File: config.mk
export PLATFORM = sky130hd
export DESIGN_NAME = usb_host_ctrl_top
export DESIGN_NICKNAME = d
export VERILOG_FILES = /design/src/usb_host_pkg.sv /design/src/usb_pid_pkg.sv /design/src/usb_tx_if.sv /design/src/usb_host_ctrl_top.sv /design/src/usb_ctrl.sv /design/src/usb_rx_check.sv /design/src/usb_tx_sie.sv
export VERILOG_INCLUDE_DIRS = /design/src
export SDC_FILE = /design/constraint.sdc
export NUM_CORES = 1
export LEC_CHECK = 0
export BUFFER_PORTS_ARGS = -buffer_cell sky130_fd_sc_hd__buf_2
export CAP_MARGIN = 5
export CORE_UTILIZATION = 50
export DETAILED_ROUTE_END_ITERATION = 12
export HOLD_SLACK_MARGIN = 0.15
export PLACE_DENSITY_LB_ADDON = 0.1
export SLEW_MARGIN = 5
export SYNTH_ARGS = -nofsm -noshare
export SYNTH_HDL_FRONTEND = slang
export SYNTH_SLANG_ARGS = --single-unit
File: constraint.sdc
create_clock -name c -period 3.5 [get_ports c]
set_input_delay 0.35 -clock c [delete_from_list [all_inputs] [get_ports c]]
set_output_delay 0.35 -clock c [all_outputs]
set_load 0.05 [all_outputs]
File: src/usb_host_defs.svh
`ifndef USB_HOST_DEFS_SVH
`define USB_HOST_DEFS_SVH

// Idle cycles after a NAK before the IN token goes out again.
`define USB_NAK_WAIT 16

// Cycles allowed for the device to answer.
`define USB_RX_TIMEOUT 64

// SETUP payload size.
`define USB_SETUP_BYTES 8

`endif
File: src/usb_host_pkg.sv
package usb_host_pkg;

    typedef enum logic [3:0] {
        CS_IDLE,
        CS_SETUP_TOK,
        CS_SETUP_DATA,
        CS_SETUP_HS,
        CS_IN_TOK,
        CS_IN_WAIT,
        CS_NAK_WAIT,
        CS_ACK_TX,
        CS_RESP
    } ctrl_state_t;

    typedef enum logic [2:0] {
        STATUS_OK,
        STATUS_STALL,
        STATUS_CRC_ERR,
        STATUS_PID_ERR,
        STATUS_TIMEOUT
    } xfer_status_t;

    // Packet shape asked of the transmit engine.
    typedef enum logic [1:0] {
        TOKEN,
        DATA,
        HANDSHAKE
    } usb_tx_kind_t;

endpackage

File: src/usb_pid_pkg.sv
package usb_pid_pkg;

    // ~~~~~~~~~~~~~~~~~~~~~~~~~~~~~~~~~~~~~~~~~~~~~~~~~~~~~~~~~~~~~~~~~~~~~~~~~~
    // PID bytes as they go on the wire, with the inverted check nibble on top.
    // ~~~~~~~~~~~~~~~~~~~~~~~~~~~~~~~~~~~~~~~~~~~~~~~~~~~~~~~~~~~~~~~~~~~~~~~~~~
    typedef enum logic [7:0] {
        PID_SETUP = 8'h2D,
        PID_IN    = 8'h69,
        PID_DATA0 = 8'hC3,
        PID_DATA1 = 8'h4B,
        PID_ACK   = 8'hD2,
        PID_NAK   = 8'h5A,
        PID_STALL = 8'h1E
    } pid_t;

    // Token field widths.
    localparam int ADDR_W = 7;
    localparam int ENDP_W = 4;
    localparam int CRC5_W = 5;

    localparam logic [CRC5_W-1:0] CRC5_INIT     = 5'h1F;
    localparam logic [15:0]       CRC16_INIT    = 16'hFFFF;
    // Register value after a good packet has run through, CRC bytes included.
    localparam logic [15:0]       CRC16_RESIDUE = 16'hB001;

    // Bits go LSB first, so both CRCs run in reflected form.
    function automatic logic [CRC5_W-1:0] crc5_step(input logic [CRC5_W-1:0] crc,
                                                   input logic [7:0] d,
                                                   input int nbits = 8);
        logic [CRC5_W-1:0] c5;
        logic              fb;
        c5 = crc;
        for (int i = 0; i < 8; i++) begin
            if (i < nbits) begin
                fb = c5[0] ^ d[i];
                c5 = c5 >> 1;
                if (fb) begin
                    c5 = c5 ^ 5'h14;
                end
            end
        end
        return c5;
    endfunction

    function automatic logic [15:0] crc16_step(input logic [15:0] crc, input logic [7:0] d);
        logic [15:0] c16;
        logic        fb;
        c16 = crc;
        for (int i = 0; i < 8; i++) begin
            fb  = c16[0] ^ d[i];
            c16 = c16 >> 1;
            if (fb) begin
                c16 = c16 ^ 16'hA001;
            end
        end
        return c16;
    endfunction

endpackage

File: src/usb_tx_if.sv
`timescale 1ns/1ns

interface usb_tx_if;
    import usb_pid_pkg::*;
    import usb_host_pkg::*;

    logic              pkt_valid;
    logic              pkt_ready;
    usb_tx_kind_t      pkt_kind;
    pid_t              pid;
    logic [ADDR_W-1:0] addr;
    // Payload comes one byte per data_ready.
    logic [7:0]        data_byte;
    logic              data_last;
    logic              data_ready;
    logic              pkt_done;

    modport ctrl (
        output pkt_valid, pkt_kind, pid, addr, data_byte, data_last,
        input  pkt_ready, data_ready, pkt_done
    );

    modport sie (
        input  pkt_valid, pkt_kind, pid, addr, data_byte, data_last,
        output pkt_ready, data_ready, pkt_done
    );

endinterface

File: src/usb_host_ctrl_top.sv
`timescale 1ns/1ns

module usb_host_ctrl_top (
    input  logic                           c,
    input  logic                           rst,
    input  logic                           req_valid,
    output logic                           req_ready,
    input  logic [usb_pid_pkg::ADDR_W-1:0] addr,
    input  logic [63:0]                    setup_data,
    output logic                           resp_valid,
    input  logic                           resp_ready,
    output usb_host_pkg::xfer_status_t     resp_status,
    output logic [63:0]                    resp_data,
    output logic [3:0]                     resp_len,
    output logic [7:0]                     tx_byte,
    output logic                           tx_valid,
    input  logic                           tx_ready,
    input  logic [7:0]                     rx_byte,
    input  logic                           rx_valid
);
    import usb_pid_pkg::*;

    logic        rx_pkt_end;
    pid_t        rx_pid;
    logic        rx_crc_ok;
    logic [3:0]  rx_len;
    logic [63:0] rx_data;

    usb_tx_if tx_bus ();

    usb_ctrl u_ctrl (
        .c(c), .rst(rst),
        .req_valid(req_valid), .addr(addr), .setup_data(setup_data), .req_ready(req_ready),
        .resp_valid(resp_valid), .resp_ready(resp_ready), .resp_status(resp_status),
        .resp_data(resp_data), .resp_len(resp_len),
        .tx(tx_bus.ctrl),
        .rx_pkt_end(rx_pkt_end), .rx_pid(rx_pid), .rx_crc_ok(rx_crc_ok),
        .rx_len(rx_len), .rx_data(rx_data)
    );

    usb_tx_sie u_tx_sie (
        .c(c), .rst(rst), .pkt(tx_bus.sie),
        .tx_byte(tx_byte), .tx_valid(tx_valid), .tx_ready(tx_ready)
    );

    usb_rx_check u_rx_check (
        .c(c), .rst(rst), .rx_byte(rx_byte), .rx_valid(rx_valid),
        .pkt_end(rx_pkt_end), .pid(rx_pid), .crc_ok(rx_crc_ok),
        .len(rx_len), .data(rx_data)
    );

endmodule

File: src/usb_ctrl.sv
`timescale 1ns/1ns
`include "usb_host_defs.svh"

module usb_ctrl (
    input  logic                           c,
    input  logic                           rst,
    input  logic                           req_valid,
    input  logic [usb_pid_pkg::ADDR_W-1:0] addr,
    input  logic [63:0]                    setup_data,
    output logic                           req_ready,
    output logic                           resp_valid,
    input  logic                           resp_ready,
    output usb_host_pkg::xfer_status_t     resp_status,
    output logic [63:0]                    resp_data,
    output logic [3:0]                     resp_len,
    usb_tx_if.ctrl                         tx,
    input  logic                           rx_pkt_end,
    input  usb_pid_pkg::pid_t              rx_pid,
    input  logic                           rx_crc_ok,
    input  logic [3:0]                     rx_len,
    input  logic [63:0]                    rx_data
);
    import usb_pid_pkg::*;
    import usb_host_pkg::*;

    localparam int NAK_W   = $clog2(`USB_NAK_WAIT);
    localparam int REPLY_W = $clog2(`USB_RX_TIMEOUT);
    localparam int BYTE_W  = $clog2(`USB_SETUP_BYTES);

    ctrl_state_t        state;
    logic               issued;
    logic [NAK_W-1:0]   nak_cnt;
    logic [REPLY_W-1:0] reply_cnt;
    logic [BYTE_W-1:0]  byte_cnt;
    logic [ADDR_W-1:0]  addr_q;
    logic [63:0]        shift;
    logic               reply_wait;
    logic               reply_late;
    logic               data_good;

    assign req_ready  = state == CS_IDLE;
    assign resp_valid = state == CS_RESP;
    assign reply_wait = state == CS_SETUP_HS || state == CS_IN_WAIT;
    assign reply_late = reply_cnt == REPLY_W'(`USB_RX_TIMEOUT - 1);
    assign data_good  = state == CS_IN_WAIT && rx_pkt_end && rx_pid == PID_DATA1 && rx_crc_ok;

    assign tx.addr      = addr_q;
    assign tx.data_byte = shift[7:0];
    assign tx.data_last = byte_cnt == BYTE_W'(`USB_SETUP_BYTES - 1);

    // One packet request per sending state, dropped once the engine takes it.
    always_comb begin
        tx.pkt_valid = 1'b0;
        tx.pkt_kind  = TOKEN;
        tx.pid       = PID_SETUP;
        case (state)
            CS_SETUP_TOK: tx.pkt_valid = !issued;
            CS_SETUP_DATA: begin
                tx.pkt_valid = !issued;
                tx.pkt_kind  = DATA;
                tx.pid       = PID_DATA0;
            end
            CS_IN_TOK: begin
                tx.pkt_valid = !issued;
                tx.pid       = PID_IN;
            end
            CS_ACK_TX: begin
                tx.pkt_valid = !issued;
                tx.pkt_kind  = HANDSHAKE;
                tx.pid       = PID_ACK;
            end
            default: tx.pkt_valid = 1'b0;
        endcase
    end

    // ~~~~~~~~~~~~~~~~~~~~~~~~~~~~~~~~~~~~~~~~~~~~~~~~~~~~~~~~~~~~~~~~~~~~~~~~~~
    // Transfer FSM.
    // ~~~~~~~~~~~~~~~~~~~~~~~~~~~~~~~~~~~~~~~~~~~~~~~~~~~~~~~~~~~~~~~~~~~~~~~~~~
    always_ff @(posedge c) begin
        if (rst) begin
            state       <= CS_IDLE;
            issued      <= 1'b0;
            nak_cnt     <= '0;
            reply_cnt   <= '0;
            byte_cnt    <= '0;
            resp_status <= STATUS_OK;
        end else begin
            if (tx.pkt_valid && tx.pkt_ready) begin
                issued <= 1'b1;
            end else if (tx.pkt_done) begin
                issued <= 1'b0;
            end
            reply_cnt <= reply_wait ? reply_cnt + 1'b1 : '0;
            // Wraps back to zero on the last SETUP byte.
            if (tx.data_ready) begin
                byte_cnt <= byte_cnt + 1'b1;
            end
            case (state)
                CS_IDLE: if (req_valid) state <= CS_SETUP_TOK;
                CS_SETUP_TOK: if (tx.pkt_done) state <= CS_SETUP_DATA;
                CS_SETUP_DATA: if (tx.pkt_done) state <= CS_SETUP_HS;
                CS_SETUP_HS: begin
                    if (rx_pkt_end) begin
                        if (rx_pid == PID_ACK) begin
                            state <= CS_IN_TOK;
                        end else begin
                            state       <= CS_RESP;
                            resp_status <= rx_pid == PID_STALL ? STATUS_STALL : STATUS_PID_ERR;
                        end
                    end else if (reply_late) begin
                        state       <= CS_RESP;
                        resp_status <= STATUS_TIMEOUT;
                    end
                end
                CS_IN_TOK: if (tx.pkt_done) state <= CS_IN_WAIT;
                CS_IN_WAIT: begin
                    if (rx_pkt_end) begin
                        state <= CS_RESP;
                        case (rx_pid)
                            PID_DATA1: begin
                                if (rx_crc_ok) begin
                                    state <= CS_ACK_TX;
                                end else begin
                                    resp_status <= STATUS_CRC_ERR;
                                end
                            end
                            PID_NAK:   state <= CS_NAK_WAIT;
                            PID_STALL: resp_status <= STATUS_STALL;
                            default:   resp_status <= STATUS_PID_ERR;
                        endcase
                    end else if (reply_late) begin
                        state       <= CS_RESP;
                        resp_status <= STATUS_TIMEOUT;
                    end
                end
                CS_NAK_WAIT: begin
                    nak_cnt <= nak_cnt + 1'b1;
                    if (nak_cnt == NAK_W'(`USB_NAK_WAIT - 1)) begin
                        nak_cnt <= '0;
                        state   <= CS_IN_TOK;
                    end
                end
                CS_ACK_TX: begin
                    if (tx.pkt_done) begin
                        state       <= CS_RESP;
                        resp_status <= STATUS_OK;
                    end
                end
                CS_RESP: if (resp_ready) state <= CS_IDLE;
                default: state <= CS_IDLE;
            endcase
        end
    end

    // Request and reply payload.
    always_ff @(posedge c) begin
        if (state == CS_IDLE && req_valid) begin
            addr_q    <= addr;
            shift     <= setup_data;
            resp_data <= '0;
            resp_len  <= 4'd0;
        end else begin
            if (tx.data_ready) begin
                shift <= {8'h00, shift[63:8]};
            end
            if (data_good) begin
                resp_data <= rx_data;
                resp_len  <= rx_len;
            end
        end
    end

endmodule

File: src/usb_rx_check.sv
`timescale 1ns/1ns

module usb_rx_check (
    input  logic              c,
    input  logic              rst,
    input  logic [7:0]        rx_byte,
    input  logic              rx_valid,
    output logic              pkt_end,
    output usb_pid_pkg::pid_t pid,
    output logic              crc_ok,
    output logic [3:0]        len,
    output logic [63:0]       data
);
    import usb_pid_pkg::*;

    logic        in_pkt;
    logic [1:0]  nhold;
    logic [15:0] hold;
    logic [15:0] crc_q;
    logic        first;
    logic        spill;

    assign first = rx_valid & ~in_pkt;
    // Two bytes stay back so the CRC never lands in the data word.
    assign spill = rx_valid & in_pkt & (nhold == 2'd2);

    assign crc_ok = nhold == 2'd2 && crc_q == CRC16_RESIDUE;

    always_ff @(posedge c) begin
        if (rst) begin
            in_pkt  <= 1'b0;
            pkt_end <= 1'b0;
            nhold   <= 2'd0;
            len     <= 4'd0;
        end else begin
            in_pkt  <= rx_valid;
            pkt_end <= in_pkt & ~rx_valid;
            if (first) begin
                nhold <= 2'd0;
                len   <= 4'd0;
            end else if (rx_valid && nhold != 2'd2) begin
                nhold <= nhold + 2'd1;
            end else if (spill && len != 4'hF) begin
                len <= len + 4'd1;
            end
        end
    end

    always_ff @(posedge c) begin
        if (first) begin
            pid   <= pid_t'(rx_byte);
            crc_q <= CRC16_INIT;
            data  <= '0;
        end else if (rx_valid) begin
            crc_q <= crc16_step(crc_q, rx_byte);
            hold  <= {rx_byte, hold[15:8]};
            if (spill && !len[3]) begin
                data[{len[2:0], 3'b000} +: 8] <= hold[7:0];
            end
        end
    end

endmodule

File: src/usb_tx_sie.sv
`timescale 1ns/1ns

module usb_tx_sie (
    input  logic       c,
    input  logic       rst,
    usb_tx_if.sie      pkt,
    output logic [7:0] tx_byte,
    output logic       tx_valid,
    input  logic       tx_ready
);
    import usb_pid_pkg::*;
    import usb_host_pkg::*;

    localparam logic [ENDP_W-1:0] ENDP0 = '0;

    logic              busy;
    usb_tx_kind_t      kind_q;
    pid_t              pid_q;
    logic [ADDR_W-1:0] addr_q;
    logic [3:0]        cnt;
    logic [1:0]        tail;
    logic [CRC5_W-1:0] crc5_q;
    logic [CRC5_W-1:0] crc5_fin;
    logic [15:0]       crc16_q;
    logic              fire;
    logic              last;
    logic              in_payload;

    assign pkt.pkt_ready  = ~busy;
    assign tx_valid       = busy;
    assign fire           = busy & tx_ready;
    assign in_payload     = kind_q == DATA && cnt != 4'd0 && tail == 2'd0;
    assign pkt.data_ready = fire & in_payload;
    // The endpoint bits left over after the address byte close the CRC5.
    assign crc5_fin = crc5_step(crc5_q, {5'b00000, ENDP0[ENDP_W-1:1]}, ENDP_W - 1);

    always_comb begin
        case (kind_q)
            TOKEN:     last = cnt == 4'd2;
            HANDSHAKE: last = 1'b1;
            default:   last = tail == 2'd2;
        endcase
    end

    // Wire byte mux.
    always_comb begin
        tx_byte = pid_q;
        if (cnt != 4'd0) begin
            if (kind_q == TOKEN) begin
                if (cnt == 4'd1) begin
                    tx_byte = {ENDP0[0], addr_q};
                end else begin
                    tx_byte = {~crc5_fin, ENDP0[ENDP_W-1:1]};
                end
            end else if (kind_q == DATA) begin
                case (tail)
                    2'd0:    tx_byte = pkt.data_byte;
                    2'd1:    tx_byte = ~crc16_q[7:0];
                    default: tx_byte = ~crc16_q[15:8];
                endcase
            end
        end
    end

    always_ff @(posedge c) begin
        if (rst) begin
            busy         <= 1'b0;
            cnt          <= 4'd0;
            tail         <= 2'd0;
            pkt.pkt_done <= 1'b0;
        end else begin
            pkt.pkt_done <= fire & last;
            if (pkt.pkt_valid && !busy) begin
                busy <= 1'b1;
                cnt  <= 4'd0;
                tail <= 2'd0;
            end else if (fire) begin
                cnt <= cnt + 4'd1;
                if (last) begin
                    busy <= 1'b0;
                end
                if (tail != 2'd0) begin
                    tail <= tail + 2'd1;
                end else if (in_payload && pkt.data_last) begin
                    tail <= 2'd1;
                end
            end
        end
    end

    always_ff @(posedge c) begin
        if (pkt.pkt_valid && !busy) begin
            kind_q  <= pkt.pkt_kind;
            pid_q   <= pkt.pid;
            addr_q  <= pkt.addr;
            crc16_q <= CRC16_INIT;
        end else if (fire) begin
            if (in_payload) begin
                crc16_q <= crc16_step(crc16_q, pkt.data_byte);
            end
            if (kind_q == TOKEN && cnt == 4'd1) begin
                crc5_q <= crc5_step(CRC5_INIT, tx_byte);
            end
        end
    end

endmodule

==> flow_summary.rst <==
.. list-table::
   :header-rows: 1

   * - Metric
     - Value
   * - Result of the run
     - completed
   * - Overall via count from detail_route
     - 9325
   * - Core Area
     - 25300 µm²
   * - Antenna cells
     - 0
   * - Worst Hold Path EP
     - u_ctrl.shift[26]
   * - Latest clock arrival within the worst-skew pair
     - 510 ps
   * - Total routing usage reported by global routing
     - 22.3%
   * - Leak Pwr
     - 6.19 nW
   * - Average via count per standard cell
     - 5.21
   * - Sinks on the clock net
     - 316
   * - CTS root buffer
     - clkbuf_16
   * - Final setup violation count
     - 0
   * - Proportion of netlist area held by the largest area contributor
     - 31.0%
   * - Post-synthesis instance area
     - 13000 µm²
   * - Number of distinct library cells after synthesis
     - 60
   * - Cell count after placement
     - 1663
   * - Post-synth top area cell
     - dfxtp_1
   * - Post-layout net count
     - 1532
   * - Startpoint Class
     - register
   * - Startpoint of the worst hold path
     - setup_data[26]
   * - Worst R2R End
     - u_tx_sie.crc5_q[4]
   * - Worst Reg2Reg Path Length in Cells
     - 8
   * - Number of antenna-violating nets in the routed design
     - 0
   * - Number of violations reported at the end of detailed-routing iteration 0
     - 624
   * - Max H-tree Level
     - 2
   * - Layout overhead on the synthesized area
     - 21.9%
   * - Total Routed Length
     - 29600 µm
   * - Critical path data arrival time
     - 2730 ps
   * - Post-synthesis sequential area ratio
     - 57.5%
   * - Class of the worst hold path
     - in2reg
   * - Reg-to-reg startpoint
     - u_tx_sie.tail[0]
   * - Wire length of the first global-routing pass
     - 46900 µm
   * - Final worst-path cycle share
     - 88.1%
   * - Worst slew pin tran
     - 963 ps
   * - Final worst-path setup slack
     - 416 ps
   * - Total power density per cell area
     - 656 nW/µm²
   * - Net Count, Synth
     - 1318
   * - Syn Area/Cell
     - 10.7 µm²
   * - Layout Cells excl Fill
     - 1789
   * - Layout cells sized above 1
     - 21.2%
   * - Tot Pwr
     - 0.0104 W
   * - Instance count along the most critical hold path
     - 2
   * - Setup slack after placement
     - 734 ps
   * - FF-to-FF setup slack
     - 700 ps
   * - Total global routing overflow
     - 0
   * - Last weighted congestion value of the routability-driven placer
     - 0.854
   * - Unrepaired setup endpoints after global routing
     - false
   * - Relative slew margins
     - 35.2%
   * - Ports
     - 167
   * - Clock skew
     - 18.0 ps
   * - Die Area
     - 26600 µm²
   * - Highest net fanout along the worst path
     - 13
   * - Initial antenna violation count
     - 0
   * - Cell count after synthesis
     - 1220
   * - Yosys reg bits
     - 316
   * - Multi-input combinational cell area
     - 5120 µm²
   * - Site Rows
     - 58
   * - Pre-Repair DR Iteration Count
     - 5
   * - Via count of the first global-routing pass
     - 9142
   * - DPL Wire Length
     - 19700 µm
   * - Detailed-route DRC error count
     - 0
   * - Cells taking the most area after synthesis
     - dfxtp_1, edfxtp_1, nand2_1
   * - Crit end category
     - output pin
   * - CTS clock-pin slew for the worst setup and hold paths
     - 60 ps
   * - X dimension of the die
     - 163 µm
   * - Vert. Die Dim
     - 163 µm
   * - Buffers from clock root to sink, at most
     - 3
   * - Total Negative Setup Slacks
     - 0 ps
   * - Maximum achievable frequency
     - 0.324 GHz
   * - TritonCTS clock tree
     - yes
   * - Clock period minus final worst setup slack
     - 3080 ps
   * - Quantity of I/O buffers inserted on ports
     - 166
   * - Maximum number of pins on one net before global-route repair
     - 65
   * - Post-synth EDFFs
     - 115
   * - Dominant synthesized flop cell
     - dfxtp_1
   * - Share of flip-flops with an asynchronous set or reset after synthesis
     - 0%
   * - WS Path Type
     - reg2out
   * - Area used by sequential logic in the layout
     - 7480 µm²
   * - Number of clock buffers inserted by TritonCTS
     - 34
   * - Final number of max-transition violations
     - 0
   * - Max-cap viol count
     - 0
   * - Worst Path Required
     - 3150 ps
   * - Hold violation count in the final report
     - 0
   * - Number of fill cells in the layout
     - 2077
   * - Starting density of the core
     - 51.3%
   * - Post-cts sizing count
     - 0
   * - Post-CTS setup repair buffer count
     - 0
   * - Worst ir drop on vdd
     - 0.502 mV
   * - Routed len/inst
     - 16.6 µm
   * - Number of warning messages in the yosys log
     - 0
[metal layers]
metal | routed length (µm) | GRT usage (%)
met5 | 0 | 0
met3 | 1290 | 3.73
met4 | 579 | 6.12
met2 | 14600 | 38.3
met1 | 13100 | 29.0
[placed cells by master (no fill, tap or decap), types with 6 or more instances in the layout]
cell type | synthesis | final
mux2_2 | 56 | 56
and2_1 | 7 | 7
and3_1 | 13 | 13
nand2b_1 | 9 | 7
nor3_1 | 13 | 13
ha_1 | 13 | 13
nor2_1 | 116 | 116
clkbuf_1 | 33 | 12
nand2_1 | 193 | 193
edfxtp_1 | 115 | 115
xnor2_1 | 42 | 42
a21oi_1 | 102 | 102
o21ai_0 | 13 | 13
o31ai_1 | 7 | 7
buf_4 | 6 | 17
nand3_1 | 15 | 15
a211oi_1 | 9 | 9
nor2b_1 | 13 | 12
or3_1 | 7 | 7
a31oi_1 | 12 | 12
clkbuf_16 | 0 | 36
buf_2 | 21 | 166
mux2i_1 | 67 | 67
o211ai_1 | 13 | 13
xor2_1 | 19 | 19
dlygate4sd3_1 | 0 | 65
dfxtp_1 | 201 | 201
clkinv_2 | 0 | 6
inv_1 | 30 | 30
[cell families after synthesis]
| family | share of synthesized area [%] |
|---|---|
| AOI/OAI and AO/OA | 8.31 |
| and+or+nand+nor | 14.6 |
| adders and majority gates | 1.25 |
| xor gates and xnor gates | 4.98 |
| DFF | 57.5 |
| muxes | 10.0 |
| buffers and inverters | 3.35 |
[flip-flops by register name, indices dropped and copies added (netlist names), 4 cells and up]
name,flops
u_ctrl.tx.addr,7
u_rx_check.crc_q,16
u_rx_check.hold,16
u_rx_check.pid,8
u_tx_sie.cnt,4
u_tx_sie.addr_q,7
u_rx_check.len,4
u_tx_sie.crc16_q,16
u_ctrl.resp_len,4
u_ctrl.reply_cnt,6
u_ctrl.shift,64
u_ctrl.resp_data,64
u_rx_check.data,64
u_ctrl.nak_cnt,4
u_tx_sie.pid_q,6
u_tx_sie.crc5_q,5
u_ctrl.state,4
[how the worst max path moves through the flow]
stage,from,to,slack [ps],cells past startpoint
3_3_place_gp,u_tx_sie.tail[0],u_tx_sie.crc5_q[4],750,8
2_1_floorplan,u_tx_sie.cnt[0],u_tx_sie.crc5_q[0],230,8
5_1_grt,u_tx_sie.cnt[0],tx_byte[5],200,5
4_1_cts,u_tx_sie.cnt[0],tx_byte[5],400,7
6_report,u_tx_sie.cnt[0],tx_byte[5],420,7
3_5_place_dp,u_tx_sie.tail[0],u_tx_sie.crc5_q[4],730,8
[critical path: stages (launching register included)]
cell and delay, ps:
dfxtp_1 360, inv_1 90, ha_1 180, or3b_2 490, nand2_1 360, nand2_1 190, o31ai_1 190, buf_2 370
[stage by stage]
stage | area (µm²) | util [%] | hold WS [ps]
6_report | 15800 | 62.6 | 164
4_1_cts | 15800 | 62.6 | 150
5_1_grt | 15800 | 62.6 | 152
2_1_floorplan | 13000 | - | 400
3_3_place_gp | 14100 | 55.8 | 401
3_5_place_dp | 14100 | 55.8 | 405
[cells in the mapped netlist, types with 2 or more instances]
cell type,number
nand3_1,15
a21oi_1,102
nor2_2,2
nor4b_1,5
nor3b_1,2
clkbuf_1,33
a31oi_1,12
ha_1,13
a211oi_1,9
nand2b_1,9
or4_1,2
mux2i_1,67
o31a_1,2
xnor3_1,5
nor3_1,13
nor2_1,116
mux2_2,56
xor2_1,19
and3_1,13
o21ai_0,13
dfxtp_1,201
a311oi_1,2
inv_1,30
nor4_1,3
nand2_1,193
o221ai_1,3
a2111oi_0,2
buf_4,6
o31ai_1,7
o22a_1,3
nor2b_1,13
or2_2,3
nand4_1,3
nor3_2,4
xnor2_1,42
o211ai_1,13
buf_1,12
and2_1,7
nor4bb_1,2
edfxtp_1,115
o211a_1,2
o31ai_2,2
buf_2,21
or3_1,7
[what timing repair did]
action,CTS,global route
hold buffers,65,0
endpoints found under the setup margin,0,0
endpoints found under the hold margin,73,0
[cell type report]
type,instances,area share [%]
Clock buffer,51,6.17
Clock inverter,10,0.608
Inverter,31,0.734
Multi-Input combinational cell,801,32.3
Sequential cell,316,47.2
Tap cell,330,2.61
Timing Repair Buffer,250,10.4
[where the power goes]
| part | switching (W) | total, W | internal, W |
|---|---|---|---|
| clock | 0.00140 | 0.00342 | 0.00202 |
| sequential | 0.000225 | 0.00467 | 0.00445 |
| combinational | 0.00132 | 0.00230 | 0.000984 |
| total | 0.00295 | 0.0104 | 0.00745 |
No activity file was read; power rests on OpenSTA's default activity.
